$ cat config.mk
export PLATFORM = sky130hd
export DESIGN_NAME = stream_top
export DESIGN_NICKNAME = d
export VERILOG_FILES = /design/src/stream_pkg.sv /design/src/tcdm_pkg.sv /design/src/tcdm_if.sv /design/src/stream_top.sv /design/src/stream_mux.sv /design/src/source_streamer.sv /design/src/stream_ctrl.sv
export SDC_FILE = /design/constraint.sdc
export NUM_CORES = 1
export LEC_CHECK = 0
export BUFFER_PORTS_ARGS = -buffer_cell sky130_fd_sc_hd__buf_2
export CAP_MARGIN = 30
export CORE_MARGIN = 5
export CORE_UTILIZATION = 45
export CTS_BUF_LIST = sky130_fd_sc_hd__clkbuf_8
export DETAILED_ROUTE_END_ITERATION = 10
export PLACE_DENSITY = 0.68
export SYNTH_ARGS = -nofsm -noshare
export SYNTH_HDL_FRONTEND = slang
export SYNTH_SLANG_ARGS = --single-unit
$ cat constraint.sdc
create_clock -name clk_i -period 3.7 [get_ports clk_i]
set_input_delay 0.555 -clock clk_i [delete_from_list [all_inputs] [get_ports clk_i]]
set_output_delay 0.555 -clock clk_i [all_outputs]
set_load 0.1 [all_outputs]
$ cat src/stream_pkg.sv
// Stream package
// Stream identifiers, stream count and the width of a word count
package stream_pkg;

  // Number of load streams, also the "no winner" code of the multiplexer
  localparam int unsigned NumStreamSources = 3;

  // Wide enough to hold every index plus the "no winner" code
  localparam int unsigned StreamIdWidth = $clog2(NumStreamSources + 1);

  // Stream indices, lower index wins arbitration
  localparam int unsigned WsourceStreamId = 0;
  localparam int unsigned XsourceStreamId = 1;
  localparam int unsigned YsourceStreamId = 2;

  // Width of a per-stream word count
  localparam int unsigned LenWidth = 8;

endpackage

$ cat src/tcdm_pkg.sv
// Memory bus package
// Sizes of the shared read port and the address step of a stream
package tcdm_pkg;

  // Byte address and data word width of the memory port
  localparam int unsigned AddrWidth = 32;
  localparam int unsigned DataWidth = 32;

  // Byte increment between consecutive words of one stream,
  // one full data word per step
  localparam int unsigned AddrStep = DataWidth / 8;

endpackage
$ cat src/tcdm_if.sv
// Memory read port
// Request held until granted, one response exactly one cycle after the grant
interface tcdm_if
  import tcdm_pkg::*;
#(
  parameter int unsigned AW = AddrWidth,
  parameter int unsigned DW = DataWidth
);

  // Request side
  logic          req;
  logic [AW-1:0] add;
  logic          gnt;

  // Response side
  logic          r_valid;
  logic [DW-1:0] r_data;

  modport initiator (
    output req,
    output add,
    input  gnt,
    input  r_valid,
    input  r_data
  );

  modport target (
    input  req,
    input  add,
    output gnt,
    output r_valid,
    output r_data
  );

endinterface

$ cat src/stream_top.sv
// Read-side streamer top level
// Three load streams W, X and Y sharing one memory port under job control
module stream_top
  import tcdm_pkg::*;
  import stream_pkg::*;
(
  input  logic                 clk_i,
  input  logic                 rst_ni,
  input  logic                 start_i,
  input  logic [AddrWidth-1:0] w_base_i,
  input  logic [AddrWidth-1:0] x_base_i,
  input  logic [AddrWidth-1:0] y_base_i,
  input  logic [LenWidth-1:0]  w_len_i,
  input  logic [LenWidth-1:0]  x_len_i,
  input  logic [LenWidth-1:0]  y_len_i,
  output logic                 mem_req_o,
  output logic [AddrWidth-1:0] mem_add_o,
  input  logic                 mem_gnt_i,
  input  logic                 mem_r_valid_i,
  input  logic [DataWidth-1:0] mem_r_data_i,
  output logic                 w_valid_o,
  output logic [DataWidth-1:0] w_data_o,
  output logic                 x_valid_o,
  output logic [DataWidth-1:0] x_data_o,
  output logic                 y_valid_o,
  output logic [DataWidth-1:0] y_data_o,
  output logic                 busy_o,
  output logic                 done_o
);

  logic                        clear;
  logic                        stream_start;
  logic [NumStreamSources-1:0] stream_done;
  logic [LenWidth-1:0]         w_len;
  logic [LenWidth-1:0]         x_len;
  logic [LenWidth-1:0]         y_len;

  // Streamer ports, indexed by stream id, and the shared memory port
  tcdm_if src_mem [NumStreamSources] ();
  tcdm_if mem_bus ();

  stream_ctrl i_ctrl (
    .clk_i,
    .rst_ni,
    .start_i,
    .w_len_i,
    .x_len_i,
    .y_len_i,
    .stream_done,
    .w_len_o        (w_len),
    .x_len_o        (x_len),
    .y_len_o        (y_len),
    .clear_o        (clear),
    .stream_start_o (stream_start),
    .busy_o,
    .done_o
  );

  source_streamer i_w_source (
    .clk_i, .rst_ni, .clear_i (clear), .start_i (stream_start),
    .base_i (w_base_i), .len_i (w_len), .mem (src_mem[WsourceStreamId]),
    .word_valid_o (w_valid_o), .word_data_o (w_data_o),
    .done_o (stream_done[WsourceStreamId])
  );

  source_streamer i_x_source (
    .clk_i, .rst_ni, .clear_i (clear), .start_i (stream_start),
    .base_i (x_base_i), .len_i (x_len), .mem (src_mem[XsourceStreamId]),
    .word_valid_o (x_valid_o), .word_data_o (x_data_o),
    .done_o (stream_done[XsourceStreamId])
  );

  source_streamer i_y_source (
    .clk_i, .rst_ni, .clear_i (clear), .start_i (stream_start),
    .base_i (y_base_i), .len_i (y_len), .mem (src_mem[YsourceStreamId]),
    .word_valid_o (y_valid_o), .word_data_o (y_data_o),
    .done_o (stream_done[YsourceStreamId])
  );

  stream_mux i_mux (
    .clk_i,
    .rst_ni,
    .clear_i (clear),
    .in      (src_mem),
    .out     (mem_bus)
  );

  // Shared port out to the memory
  assign mem_req_o       = mem_bus.req;
  assign mem_add_o       = mem_bus.add;
  assign mem_bus.gnt     = mem_gnt_i;
  assign mem_bus.r_valid = mem_r_valid_i;
  assign mem_bus.r_data  = mem_r_data_i;

endmodule

$ cat src/stream_mux.sv
// Fixed-priority stream multiplexer
// Puts the highest-priority requesting stream on the memory port (W, X, Y)
// and routes each response back to the stream granted one cycle earlier
module stream_mux
  import tcdm_pkg::*;
  import stream_pkg::*;
(
  input  logic      clk_i,
  input  logic      rst_ni,
  input  logic      clear_i,
  tcdm_if.target    in [NumStreamSources],
  tcdm_if.initiator out
);

  localparam logic [StreamIdWidth-1:0] NoWinner = StreamIdWidth'(NumStreamSources);

  logic [NumStreamSources-1:0]                in_req;
  logic [NumStreamSources-1:0]                in_gnt;
  logic [NumStreamSources-1:0][AddrWidth-1:0] in_add;
  logic [StreamIdWidth-1:0]                   winner_d;
  logic [StreamIdWidth-1:0]                   winner_q;
  logic [AddrWidth-1:0]                       out_add;

  always_comb begin : winner_select
    if (in_req[WsourceStreamId]) begin
      winner_d = StreamIdWidth'(WsourceStreamId);
    end else if (in_req[XsourceStreamId]) begin
      winner_d = StreamIdWidth'(XsourceStreamId);
    end else if (in_req[YsourceStreamId]) begin
      winner_d = StreamIdWidth'(YsourceStreamId);
    end else begin
      winner_d = NoWinner;
    end
  end

  // Only one response can be in flight, so the last granted index routes it
  always_ff @(posedge clk_i or negedge rst_ni) begin : winner_register
    if (!rst_ni) begin
      winner_q <= NoWinner;
    end else if (clear_i) begin
      winner_q <= NoWinner;
    end else begin
      winner_q <= (out.req && out.gnt) ? winner_d : NoWinner;
    end
  end

  for (genvar ii = 0; ii < NumStreamSources; ii++) begin : gen_port
    assign in_req[ii]     = in[ii].req;
    assign in_add[ii]     = in[ii].add;
    assign in_gnt[ii]     = (winner_d == StreamIdWidth'(ii)) & out.gnt;
    assign in[ii].gnt     = in_gnt[ii];
    assign in[ii].r_valid = (winner_q == StreamIdWidth'(ii)) & out.r_valid;
    // Data goes to all, the valid strobe picks the owner
    assign in[ii].r_data  = out.r_data;
  end

  always_comb begin : add_select
    out_add = '0;
    for (int unsigned i = 0; i < NumStreamSources; i++) begin
      if (winner_d == StreamIdWidth'(i)) begin
        out_add = in_add[i];
      end
    end
  end

  assign out.req = |in_req;
  assign out.add = out_add;

  one_grant: assert property (@(posedge clk_i) disable iff (!rst_ni)
    $onehot0(in_gnt))
    else $error("more than one stream granted");

  grant_needs_req: assert property (@(posedge clk_i) disable iff (!rst_ni)
    (in_gnt & ~in_req) == '0)
    else $error("grant to a stream without request");

endmodule

$ cat src/source_streamer.sv
// Source streamer of one load stream
// Issues len consecutive word reads from base and forwards every response
module source_streamer
  import tcdm_pkg::*;
  import stream_pkg::*;
(
  input  logic                 clk_i,
  input  logic                 rst_ni,
  input  logic                 clear_i,
  input  logic                 start_i,
  input  logic [AddrWidth-1:0] base_i,
  input  logic [LenWidth-1:0]  len_i,
  tcdm_if.initiator            mem,
  output logic                 word_valid_o,
  output logic [DataWidth-1:0] word_data_o,
  output logic                 done_o
);

  logic [AddrWidth-1:0] addr_q;
  logic [LenWidth-1:0]  len_q;
  logic [LenWidth-1:0]  issue_cnt_q;
  logic [LenWidth-1:0]  resp_cnt_q;
  logic [LenWidth-1:0]  resp_cnt_next;
  logic                 done_q;
  logic                 issue;

  // Requests run until every word of the stream has been granted
  assign mem.req       = (issue_cnt_q != len_q);
  assign mem.add       = addr_q;
  assign issue         = mem.req & mem.gnt;
  assign resp_cnt_next = resp_cnt_q + 1'b1;

  always_ff @(posedge clk_i or negedge rst_ni) begin : count_register
    if (!rst_ni) begin
      len_q       <= '0;
      issue_cnt_q <= '0;
      resp_cnt_q  <= '0;
      done_q      <= 1'b0;
    end else if (clear_i) begin
      // Zero length keeps the port quiet until the next start
      len_q       <= '0;
      issue_cnt_q <= '0;
      resp_cnt_q  <= '0;
      done_q      <= 1'b0;
    end else begin
      if (start_i) begin
        len_q  <= len_i;
        done_q <= (len_i == '0);
      end
      if (issue) begin
        issue_cnt_q <= issue_cnt_q + 1'b1;
      end
      if (mem.r_valid) begin
        resp_cnt_q <= resp_cnt_next;
        if (resp_cnt_next == len_q) begin
          done_q <= 1'b1;
        end
      end
    end
  end

  // Address walks forward one word per grant
  always_ff @(posedge clk_i) begin : addr_register
    if (start_i) begin
      addr_q <= base_i;
    end else if (issue) begin
      addr_q <= addr_q + AddrWidth'(AddrStep);
    end
  end

  // Responses need no buffering, the consumer takes every word
  assign word_valid_o = mem.r_valid;
  assign word_data_o  = mem.r_data;
  assign done_o       = done_q;

  req_held_until_gnt: assert property (@(posedge clk_i) disable iff (!rst_ni)
    mem.req && !mem.gnt |=> mem.req && $stable(mem.add))
    else $error("request dropped or address changed before grant");

endmodule

$ cat src/stream_ctrl.sv
// Job control of the load streamer
// Latches the stream lengths, clears and launches the streamers,
// then waits for all of them and reports the end of the job
module stream_ctrl
  import stream_pkg::*;
(
  input  logic                        clk_i,
  input  logic                        rst_ni,
  input  logic                        start_i,
  input  logic [LenWidth-1:0]         w_len_i,
  input  logic [LenWidth-1:0]         x_len_i,
  input  logic [LenWidth-1:0]         y_len_i,
  input  logic [NumStreamSources-1:0] stream_done,
  output logic [LenWidth-1:0]         w_len_o,
  output logic [LenWidth-1:0]         x_len_o,
  output logic [LenWidth-1:0]         y_len_o,
  output logic                        clear_o,
  output logic                        stream_start_o,
  output logic                        busy_o,
  output logic                        done_o
);

  enum logic [1:0] {Idle, Clear, Launch, Run} state_d, state_q;

  logic done_d;
  logic done_q;
  logic start_accept;

  // A start is only taken between jobs
  assign start_accept = (state_q == Idle) && start_i;

  always_comb begin : next_state
    state_d = state_q;
    done_d  = 1'b0;
    unique case (state_q)
      Idle: begin
        if (start_i) begin
          state_d = Clear;
        end
      end
      Clear: begin
        state_d = Launch;
      end
      Launch: begin
        state_d = Run;
      end
      Run: begin
        // Done bits were cleared before launch, so they are valid here
        if (&stream_done) begin
          state_d = Idle;
          done_d  = 1'b1;
        end
      end
      default: begin
        state_d = Idle;
      end
    endcase
  end

  always_ff @(posedge clk_i or negedge rst_ni) begin : state_register
    if (!rst_ni) begin
      state_q <= Idle;
      done_q  <= 1'b0;
    end else begin
      state_q <= state_d;
      done_q  <= done_d;
    end
  end

  always_ff @(posedge clk_i) begin : length_register
    if (start_accept) begin
      w_len_o <= w_len_i;
      x_len_o <= x_len_i;
      y_len_o <= y_len_i;
    end
  end

  assign clear_o        = (state_q == Clear);
  assign stream_start_o = (state_q == Launch);
  assign busy_o         = (state_q != Idle);
  assign done_o         = done_q;

  // The done pulse always closes a job that was running
  done_after_busy: assert property (@(posedge clk_i) disable iff (!rst_ni)
    done_o |-> $past(busy_o))
    else $error("done_o without a running job");

endmodule

==> metrics, run 1 <==
status=completed; GPL Wtd Cong=about 0.89; antenna cell count=0; synthesized cell area=approximately 0.012 mm^2; Core Footprint=0.0270 mm^2; Finished Cell Area=0.0133 mm^2; crit path max fanout=33; Critical Path RT=between 3000 and 4000 ps; HP Class=in2async; num ports=291; initial antenna violation count=2; Clock transition at path regs=approximately 110 ps; clk_skew=~26 ps; worst vdd ir=0.491 mV; Switching Fraction=0.512; total leakage power=around 5.0 nW; Post-synth EDFFs=120; overall power=0.0118 W; Die Ht=roughly 180 um; Max clock buf depth=2; slowest cell on the critical path=nor4_4; r2r setup slk=around 900 ps; DR WL/cell=~18 um; Yosys reg bits=200; Synthesized Nets=roughly 1500; Layout area overhead=7.35%; CTS HTree Levels=4; DR DRC count=0; hold buffer count at cts=0; Max Freq=about 0.29 GHz; PortBufs=around 160; headroom to the max-slew limit=0.477; RSZ-0062 raised after global routing=no; final hold slack=roughly 53 ps; Detail Placement HPWL=~22000 um; WS Path Type=reg2out; Mapped Cells=1308; global-route wire length before repair=between 40000 and 50000 um; max-slew violations=0; FF-to-FF End=i_x_source.mem.add[28]; TritonCTS clock tree=done; Final period util=0.943; actual slew at the worst max-slew pin=just under 800 ps; Crit. Startpoint=i_x_source.issue_cnt_q[2]; Fin. Hold Viols=0; Initial Util=0.457; min cycle time layout=about 3500 ps; CTS root buffer=clkbuf_8; fin nets=between 1500 and 2000; P_int=around 0.0058 W; die area=~0.031 mm^2; most frequent cells in the layout=161 x buf_2, 149 x nand2_1, 125 x nor2_1, 123 x o21ai_0, 120 x edfxtp_1; starting DRC count in detailed routing=940; Num CTS Buffers=17; Worst Path Buf+Inv=2; via count=a little under 10000; Synth Warn #=0; reg2reg start=i_w_source.len_q[5]; Post-DRT Antenna Nets=0; clk_lat worst skew=~500 ps; crit path cell chain=xor2_1 > nor4_4 > o211a_1 > buf_4 > a221oi_1 > a21oi_1 > buf_2; max-cap check violation count=0; Worst Reg-to-Reg Cells=4; Comb pwr share=0.487; syn avg cell area=around 9.4 um^2; sequential group share of total power=0.388; cell depth of the worst setup path=7; Total Routing Usage GR=0.197; post-cts resize count=0; most common cell after layout, fill and taps aside=buf_2; routed wire length=30500 um; vias in the first global route=a little over 9000; clock sinks=200; final setup fails=0; Setup TNS=0 ps; Setup crit end=mem_add_o[11]; GR Overflow Total=0; largest net degree at the start of global routing=88; Vias/cell=about 5.7; Startpoint Class=flop; endpoint class of the critical path=output pin; Primary FF master, synth=edfxtp_1; die width=approximately 180 um; CP delay by family, top=buffers and inverters; Critical Path AT=approximately 2900 ps; register area share after synthesis=0.454; Synth cell types=63; Psw=approximately 0.006 W; final core occ=0.491; Critical Path Max Stage Delay=~470 ps; proportion of layout cells with a drive suffix above 1=0.180; number of buffers added for setup after CTS=0; Pwr Density=between 800 and 900 mW/mm^2; Clock power frac=0.125; row count=60; Placed Area=0.0128 mm^2; fraction of registers with async set/reset=0.400; TritonRoute pass-1 iters=5
[stage by stage]
stage / cells / setup WS [ps]
3_3_place_gp: 1664 / 831
3_5_place_dp: 1667 / 728
5_1_grt: 1700 / 62.4
2_1_floorplan: 1308 / 192
4_1_cts: 1699 / 198
6_report: 1700 / 209
[synth_stat cells (7+ instances only)]
master,instances,area [um^2]
nor3_1,19,95.1
dfrtp_1,78,1950
nor2b_1,8,50.1
and3_1,22,138
o21ai_0,123,616
inv_1,39,146
buf_1,7,26.3
mux2_2,10,113
nor2_1,126,473
edfxtp_1,120,3600
nand3_1,39,195
and2_1,9,56.3
nand2_1,149,559
xnor2_1,85,744
buf_4,96,721
ha_1,14,175
nor4_1,16,100
clkbuf_1,54,203
and4_1,14,123
nand4_1,49,307
nand3b_1,25,188
nand2b_1,7,43.8
a21oi_1,15,75.1
xor2_1,79,692
a221oi_1,32,280
[cell families after synthesis]
group                    share of synthesized area
AO/OA/AOI/OAI                                0.101
flip-flops                                   0.454
XOR/XNOR                                     0.116
AND/OR/NAND/NOR                              0.211
buffers and inverters                       0.0904
adder cells (fa/ha/maj)                     0.0150
multiplexers                                0.0124
[final cells by class]
class / instances / area, um^2
clock buffers: 18 / 248
clock inverters: 14 / 180
fillers: 2561 / 13800
inverters: 40 / 150
multi-input cells: 909 / 5640
flip-flops and latches: 200 / 5610
well taps: 341 / 427
repair buffers: 178 / 1000
[routing by layer]
| layer | routed length [um] | vias up | track usage |
|---|---|---|---|
| met3 | 2800 | 44 | 0.0499 |
| met4 | 478 | 4 | 0.0549 |
| li1 | - | 4594 | - |
| met5 | 27 | - | 0 |
| met2 | 13800 | 423 | 0.302 |
| met1 | 13400 | 4603 | 0.278 |
[how the worst min path moves through the flow]
stage	start	endpoint	slack, ps	cells past startpoint
after floorplan	rst_ni	i_ctrl.done_o	260	0
after global placement	i_ctrl.w_len_o[6]	i_w_source.len_q[6]	490	2
after detailed placement	i_ctrl.y_len_o[0]	i_y_source.len_q[0]	510	2
after CTS	rst_ni	i_y_source.resp_cnt_q[1]	30	1
after global routing	rst_ni	i_y_source.resp_cnt_q[3]	50	1
final	rst_ni	i_y_source.resp_cnt_q[1]	50	1
[worst reg2reg max path, stage by stage, from the launching register on]
cell,delay [ps]
dfrtp_1,480
xnor2_1,220
nand4_1,370
a2111oi_4,650
or2_2,730
[sequential cells by signal, indices dropped and copies added, names as in the netlist, 2 cells and up]
signal	count
i_ctrl.state_q	2
i_ctrl.w_len_o	8
i_ctrl.x_len_o	8
i_ctrl.y_len_o	8
i_mux.winner_q	2
i_w_source.issue_cnt_q	8
i_w_source.len_q	8
i_w_source.mem.add	32
i_w_source.resp_cnt_q	8
i_x_source.issue_cnt_q	8
i_x_source.len_q	8
i_x_source.mem.add	32
i_x_source.resp_cnt_q	8
i_y_source.issue_cnt_q	8
i_y_source.len_q	8
i_y_source.mem.add	32
i_y_source.resp_cnt_q	8
[power by group through the flow]
stage | Combinational, W | Sequential, W | Clock, W
floorplan | 0.00516 | 0.00421 | 0
global placement | 0.00555 | 0.00460 | 0
detailed placement | 0.00569 | 0.00461 | 0
CTS | 0.00571 | 0.00456 | 0.00152
global route | 0.00627 | 0.00470 | 0.00161
finish | 0.00576 | 0.00459 | 0.00147
(Power assumes the default switching activity.)
==> inputs of run 2 (changes only) <==
CORE_UTILIZATION = 55   (was 45)
CTS_BUF_LIST = unset   (was sky130_fd_sc_hd__clkbuf_8)
PLACE_DENSITY = 0.8   (was 0.68)
==> run 2 against run 1 <==
  * Clock skew is 6.9 ps lower
  * Critical path depth is the same
  * Sequential share of layout area fell by 0.19 points
  * Power up 3.2%
  * Global-route usage rose by 3.8 points
  * Hold slack got worse by 24 ps
  * Final cell count down 3.7%
  * Core utilization is 12 points higher
  * Critical path type unchanged
  * Largest power group unchanged
  * Highest routed layer is now met4
==> metrics, run 2 (synthesized netlist as in run 1, its figures left out) <==
worst vdd ir=about 0.6 mV; r2r setup slk=about 860 ps; hold buffer count at cts=0; max layer used=met4; Pwr Density=916 mW/mm^2; FF-to-FF End=i_y_source.mem.add[25]; max-slew violations=0; fillcell total=1812; reg2reg start=i_x_source.issue_cnt_q[2]; Detail Placement HPWL=about 22000 um; Clock transition at path regs=~80 ps; row count=54; Post-DRT Antenna Nets=0; initial antenna violation count=0; RSZ-0062 raised after global routing=no; post-cts resize count=0; met2 wire len=around 14000 um; DR DRC count=0; Critical Path RT=3140 ps; min cycle time layout=3450 ps; Max clock buf depth=2; Switching Fraction=0.501; Num CTS Buffers=17; antenna cell count=0; Initial Util=0.562; Fin. Hold Viols=0; HP Class=in2async; status=completed; Die Ht=160 um; Final period util=0.933; routed wire length=30400 um; CTS root buffer=clkbuf_16; max-cap check violation count=0; Total Routing Usage GR=0.235; sequential group share of total power=0.378; most frequent cells in the layout=159 x buf_2, 149 x nand2_1, 125 x nor2_1, 123 x o21ai_0, 120 x edfxtp_1; CTS HTree Levels=4; num ports=between 200 and 300; WS Path Type=reg2out; global-route wire length before repair=about 49000 um; PortBufs=between 150 and 200; Critical Path AT=~2900 ps; final hold slack=29.6 ps; P_int=between 0.006 and 0.007 W; clk_skew=slightly below 20 ps; endpoint class of the critical path=output pin; Layout area overhead=7.82%; Comb pwr share=0.474; starting DRC count in detailed routing=approximately 1200; proportion of layout cells with a drive suffix above 1=0.177; Clock power frac=0.148; final core occ=0.606; DR WL/cell=18.6 um; actual slew at the worst max-slew pin=796 ps; total leakage power=roughly 5 nW; TritonCTS clock tree=done; Met1 Wirelength=approximately 12000 um; largest net degree at the start of global routing=between 90 and 100; Max Freq=about 0.29 GHz; GR Overflow Total=0; GPL Wtd Cong=approximately 0.94; vias in the first global route=approximately 9500; Core Footprint=around 0.022 mm^2; metal3 WL=2980 um; headroom to the max-slew limit=0.469; most common cell after layout, fill and taps aside=buf_2; fin nets=1515; final setup fails=0; Startpoint Class=flop; Worst Reg-to-Reg Cells=5; Psw=~0.006 W; clock sinks=200; Setup TNS=0 ps; clk_lat worst skew=approximately 450 ps; crit path max fanout=33; die width=about 160 um; number of buffers added for setup after CTS=0; TritonRoute pass-1 iters=8; Vias/cell=6.00; via count=slightly below 10000; die area=around 0.026 mm^2
[run 2: changes by cell type in the layout (fill, tap and decap cells not counted), moves of 2 or more]
cell	before	now
clkbuf_8	18	0
buf_12	0	3
clkinvlp_4	0	2
inv_6	4	2
clkbuf_16	0	18
inv_8	1	3
clkinv_8	5	0
buf_2	161	159
clkinv_4	2	4
clkbuf_1	0	2
[run 2: critical path, stage by stage (launching register included)]
cell      delay, ps
dfrtp_1         430
xor2_1          200
nor4_4          490
o211a_1         220
buf_4           360
a221oi_1        140
a21oi_1         150
buf_2           450
[run 2: power by group through the flow]
stage / Combinational [W] / Clock, W / Sequential, W
after CTS: 0.00578 / 0.00183 / 0.00456
after detailed placement: 0.00574 / 0 / 0.00460
after global placement: 0.00559 / 0 / 0.00459
final: 0.00578 / 0.00181 / 0.00461
after global routing: 0.00626 / 0.00193 / 0.00470
after floorplan: 0.00516 / 0 / 0.00421
[run 2: worst max-delay path by stage]
| stage | from | endpoint | slack (ps) | depth (start not counted) |
|---|---|---|---|---|
| 2_1_floorplan | i_x_source.issue_cnt_q[2] | mem_add_o[0] | 190 | 6 |
| 3_3_place_gp | i_x_source.issue_cnt_q[2] | mem_add_o[11] | 830 | 7 |
| 3_5_place_dp | i_x_source.issue_cnt_q[2] | mem_add_o[11] | 750 | 7 |
| 4_1_cts | i_x_source.issue_cnt_q[2] | mem_add_o[11] | 280 | 7 |
| 5_1_grt | i_x_source.issue_cnt_q[2] | mem_add_o[10] | 110 | 7 |
| 6_report | i_x_source.issue_cnt_q[2] | mem_add_o[11] | 250 | 7 |
[run 2: final cells by class]
type	count	area, um^2	share of cell area
sequential	200	5610	0.421
timing repair buffer	176	1000	0.0752
clock inverter	12	105	0.00789
tap	280	350	0.0263
inverter	40	150	0.0113
clock buffer	20	458	0.0344
multi-input combinational	909	5640	0.424
[run 2: per-layer routing]
metal,GRT usage,vias up
li1,-,4598
met1,0.315,4644
met2,0.373,488
met3,0.0515,86
met4,0.0935,0
met5,0,-
[run 2: metrics by stage]
stage / cells / total power (W) / cell area, um^2 / setup WS, ps
after floorplan: 1308 / 0.00938 / 12300 / 192
after global placement: 1603 / 0.0102 / 12700 / 831
after detailed placement: 1605 / 0.0103 / 12800 / 749
after CTS: 1637 / 0.0122 / 13300 / 278
after global routing: 1637 / 0.0129 / 13300 / 111
final: 1637 / 0.0122 / 13300 / 247
==> inputs of run 3 (changes only) <==
CORE_UTILIZATION = 42   (was 55)
PLACE_DENSITY = 0.64   (was 0.8)
SKIP_CTS_REPAIR_TIMING = 1   (was unset)
==> run 3 against run 2 <==
  * Critical path depth did not move
  * Count of clock-buffer cells in the layout fell by 2
  * Via count fell by 2.0%
  * Largest power group unchanged
  * Sequential cell count did not move
  * Largest cell class unchanged
==> metrics, run 3 (synthesized netlist as in run 1, its figures left out) <==
starting DRC count in detailed routing=about 850; Initial Util=0.428; vias in the first global route=9427; total leakage power=5.13 nW; clk_skew=18.9 ps; Post-DRT Antenna Nets=0; GPL Wtd Cong=between 0.9 and 1; RSZ-0062 raised after global routing=no; Startpoint Class=flop; most frequent cells in the layout=154 x buf_2, 149 x nand2_1, 125 x nor2_1, 123 x o21ai_0, 120 x edfxtp_1; r2r setup slk=roughly 860 ps; Max Freq=0.291 GHz; clock sinks=200; die area=roughly 0.033 mm^2; max-slew violations=0; proportion of layout cells with a drive suffix above 1=0.180; actual slew at the worst max-slew pin=~900 ps; clk_lat worst skew=~460 ps; Worst Reg-to-Reg Cells=4; Core Footprint=roughly 0.029 mm^2; max-cap check violation count=0; most common cell after layout, fill and taps aside=buf_2; setup ws final=around 270 ps; cell count after placement=1710; global-route wire length before repair=50700 um; CTS root buffer=clkbuf_16; final setup fails=0; Fin. Hold Viols=0; worst vdd ir=approximately 0.63 mV; Total Routing Usage GR=0.190; Max clock buf depth=2; reg2reg start=i_w_source.len_q[4]; crit path max fanout=33; Num CTS Buffers=17; met3 Use GR=0.0490; Vias/cell=5.52; DR DRC count=0; Pwr Density=a little over 900 mW/mm^2; endpoint class of the critical path=output pin; status=completed; antenna cell count=0; Finished Layout Cells=around 1700; headroom to the max-slew limit=0.408; DR WL/cell=between 15 and 20 um; row count=62; num ports=291; met1 Usage GRT=0.259; Die Ht=about 180 um; initial antenna violation count=1; crit path cell chain=xor2_1 > nor4_4 > o211a_1 > buf_4 > a221oi_1 > nor2_1 > buf_2; Setup TNS=0 ps; Critical Path RT=3140 ps; Critical Path AT=approximately 2900 ps; Most Used Layer, Global Route=met2; slowest cell on the critical path=nor4_4; largest net degree at the start of global routing=100; CP delay by family, top=buffers and inverters; Worst Path Buf+Inv=2; HP Class=in2async; routed wire length=between 30000 and 40000 um; Clock transition at path regs=approximately 80 ps; fillcell total=2774; area of the multi-input gates=between 0.005 and 0.006 mm^2; final core occ=0.470; via count=slightly below 10000; TritonRoute pass-1 iters=5; Layout area overhead=9.85%; GR Overflow Total=0; CTS HTree Levels=4; Reg area=0.00561 mm^2; min cycle time layout=approximately 3400 ps; TritonCTS clock tree=done; WS Path Type=reg2out; met2 GRT Util=0.301; pre-CTS setup slack=between 700 and 800 ps; die width=between 150 and 200 um; PortBufs=~160; Critical Path Max Stage Delay=470 ps; fin nets=1516; Detail Placement HPWL=23300 um; FF-to-FF End=i_x_source.mem.add[24]; Final period util=0.928
[run 3: how the worst max path moves through the flow]
stage / depth (start not counted) / end / slack (ps) / from
after CTS: 7 / mem_add_o[18] / 260 / i_x_source.issue_cnt_q[2]
after detailed placement: 7 / mem_add_o[18] / 750 / i_x_source.issue_cnt_q[2]
final: 7 / mem_add_o[18] / 270 / i_x_source.issue_cnt_q[2]
after global placement: 7 / mem_add_o[27] / 830 / i_x_source.issue_cnt_q[2]
after global routing: 7 / mem_add_o[5] / 90 / i_x_source.issue_cnt_q[2]
after floorplan: 6 / mem_add_o[0] / 190 / i_x_source.issue_cnt_q[2]
[run 3: report_power, final]
part | switching [W] | internal [W]
clock network | 0.000955 | 0.000992
registers | 0.00104 | 0.00355
logic | 0.00419 | 0.00173
[run 3: area by class of cell]
type	instances	area share
tap	384	0.0354
timing repair buffer	177	0.0790
clock inverter	14	0.0128
sequential	200	0.413
clock buffer	18	0.0324
inverter	40	0.0111
multi-input combinational	909	0.416
[run 3: routing by layer]
| metal | up-vias | part of all wire |
|---|---|---|
| li1 | 4597 | - |
| met1 | 4582 | 0.43 |
| met2 | 385 | 0.46 |
| met3 | 54 | 0.088 |
| met4 | 2 | 0.018 |
| met5 | - | 0.00041 |
[run 3: per-stage QoR]
stage / hold WS, ps / power [W] / area (um^2)
2_1_floorplan: 259 / 0.00938 / 12300
3_3_place_gp: 502 / 0.0104 / 12900
3_5_place_dp: 503 / 0.0105 / 13000
4_1_cts: 94.5 / 0.0125 / 13600
5_1_grt: 114 / 0.0132 / 13600
6_report: 80.7 / 0.0125 / 13600
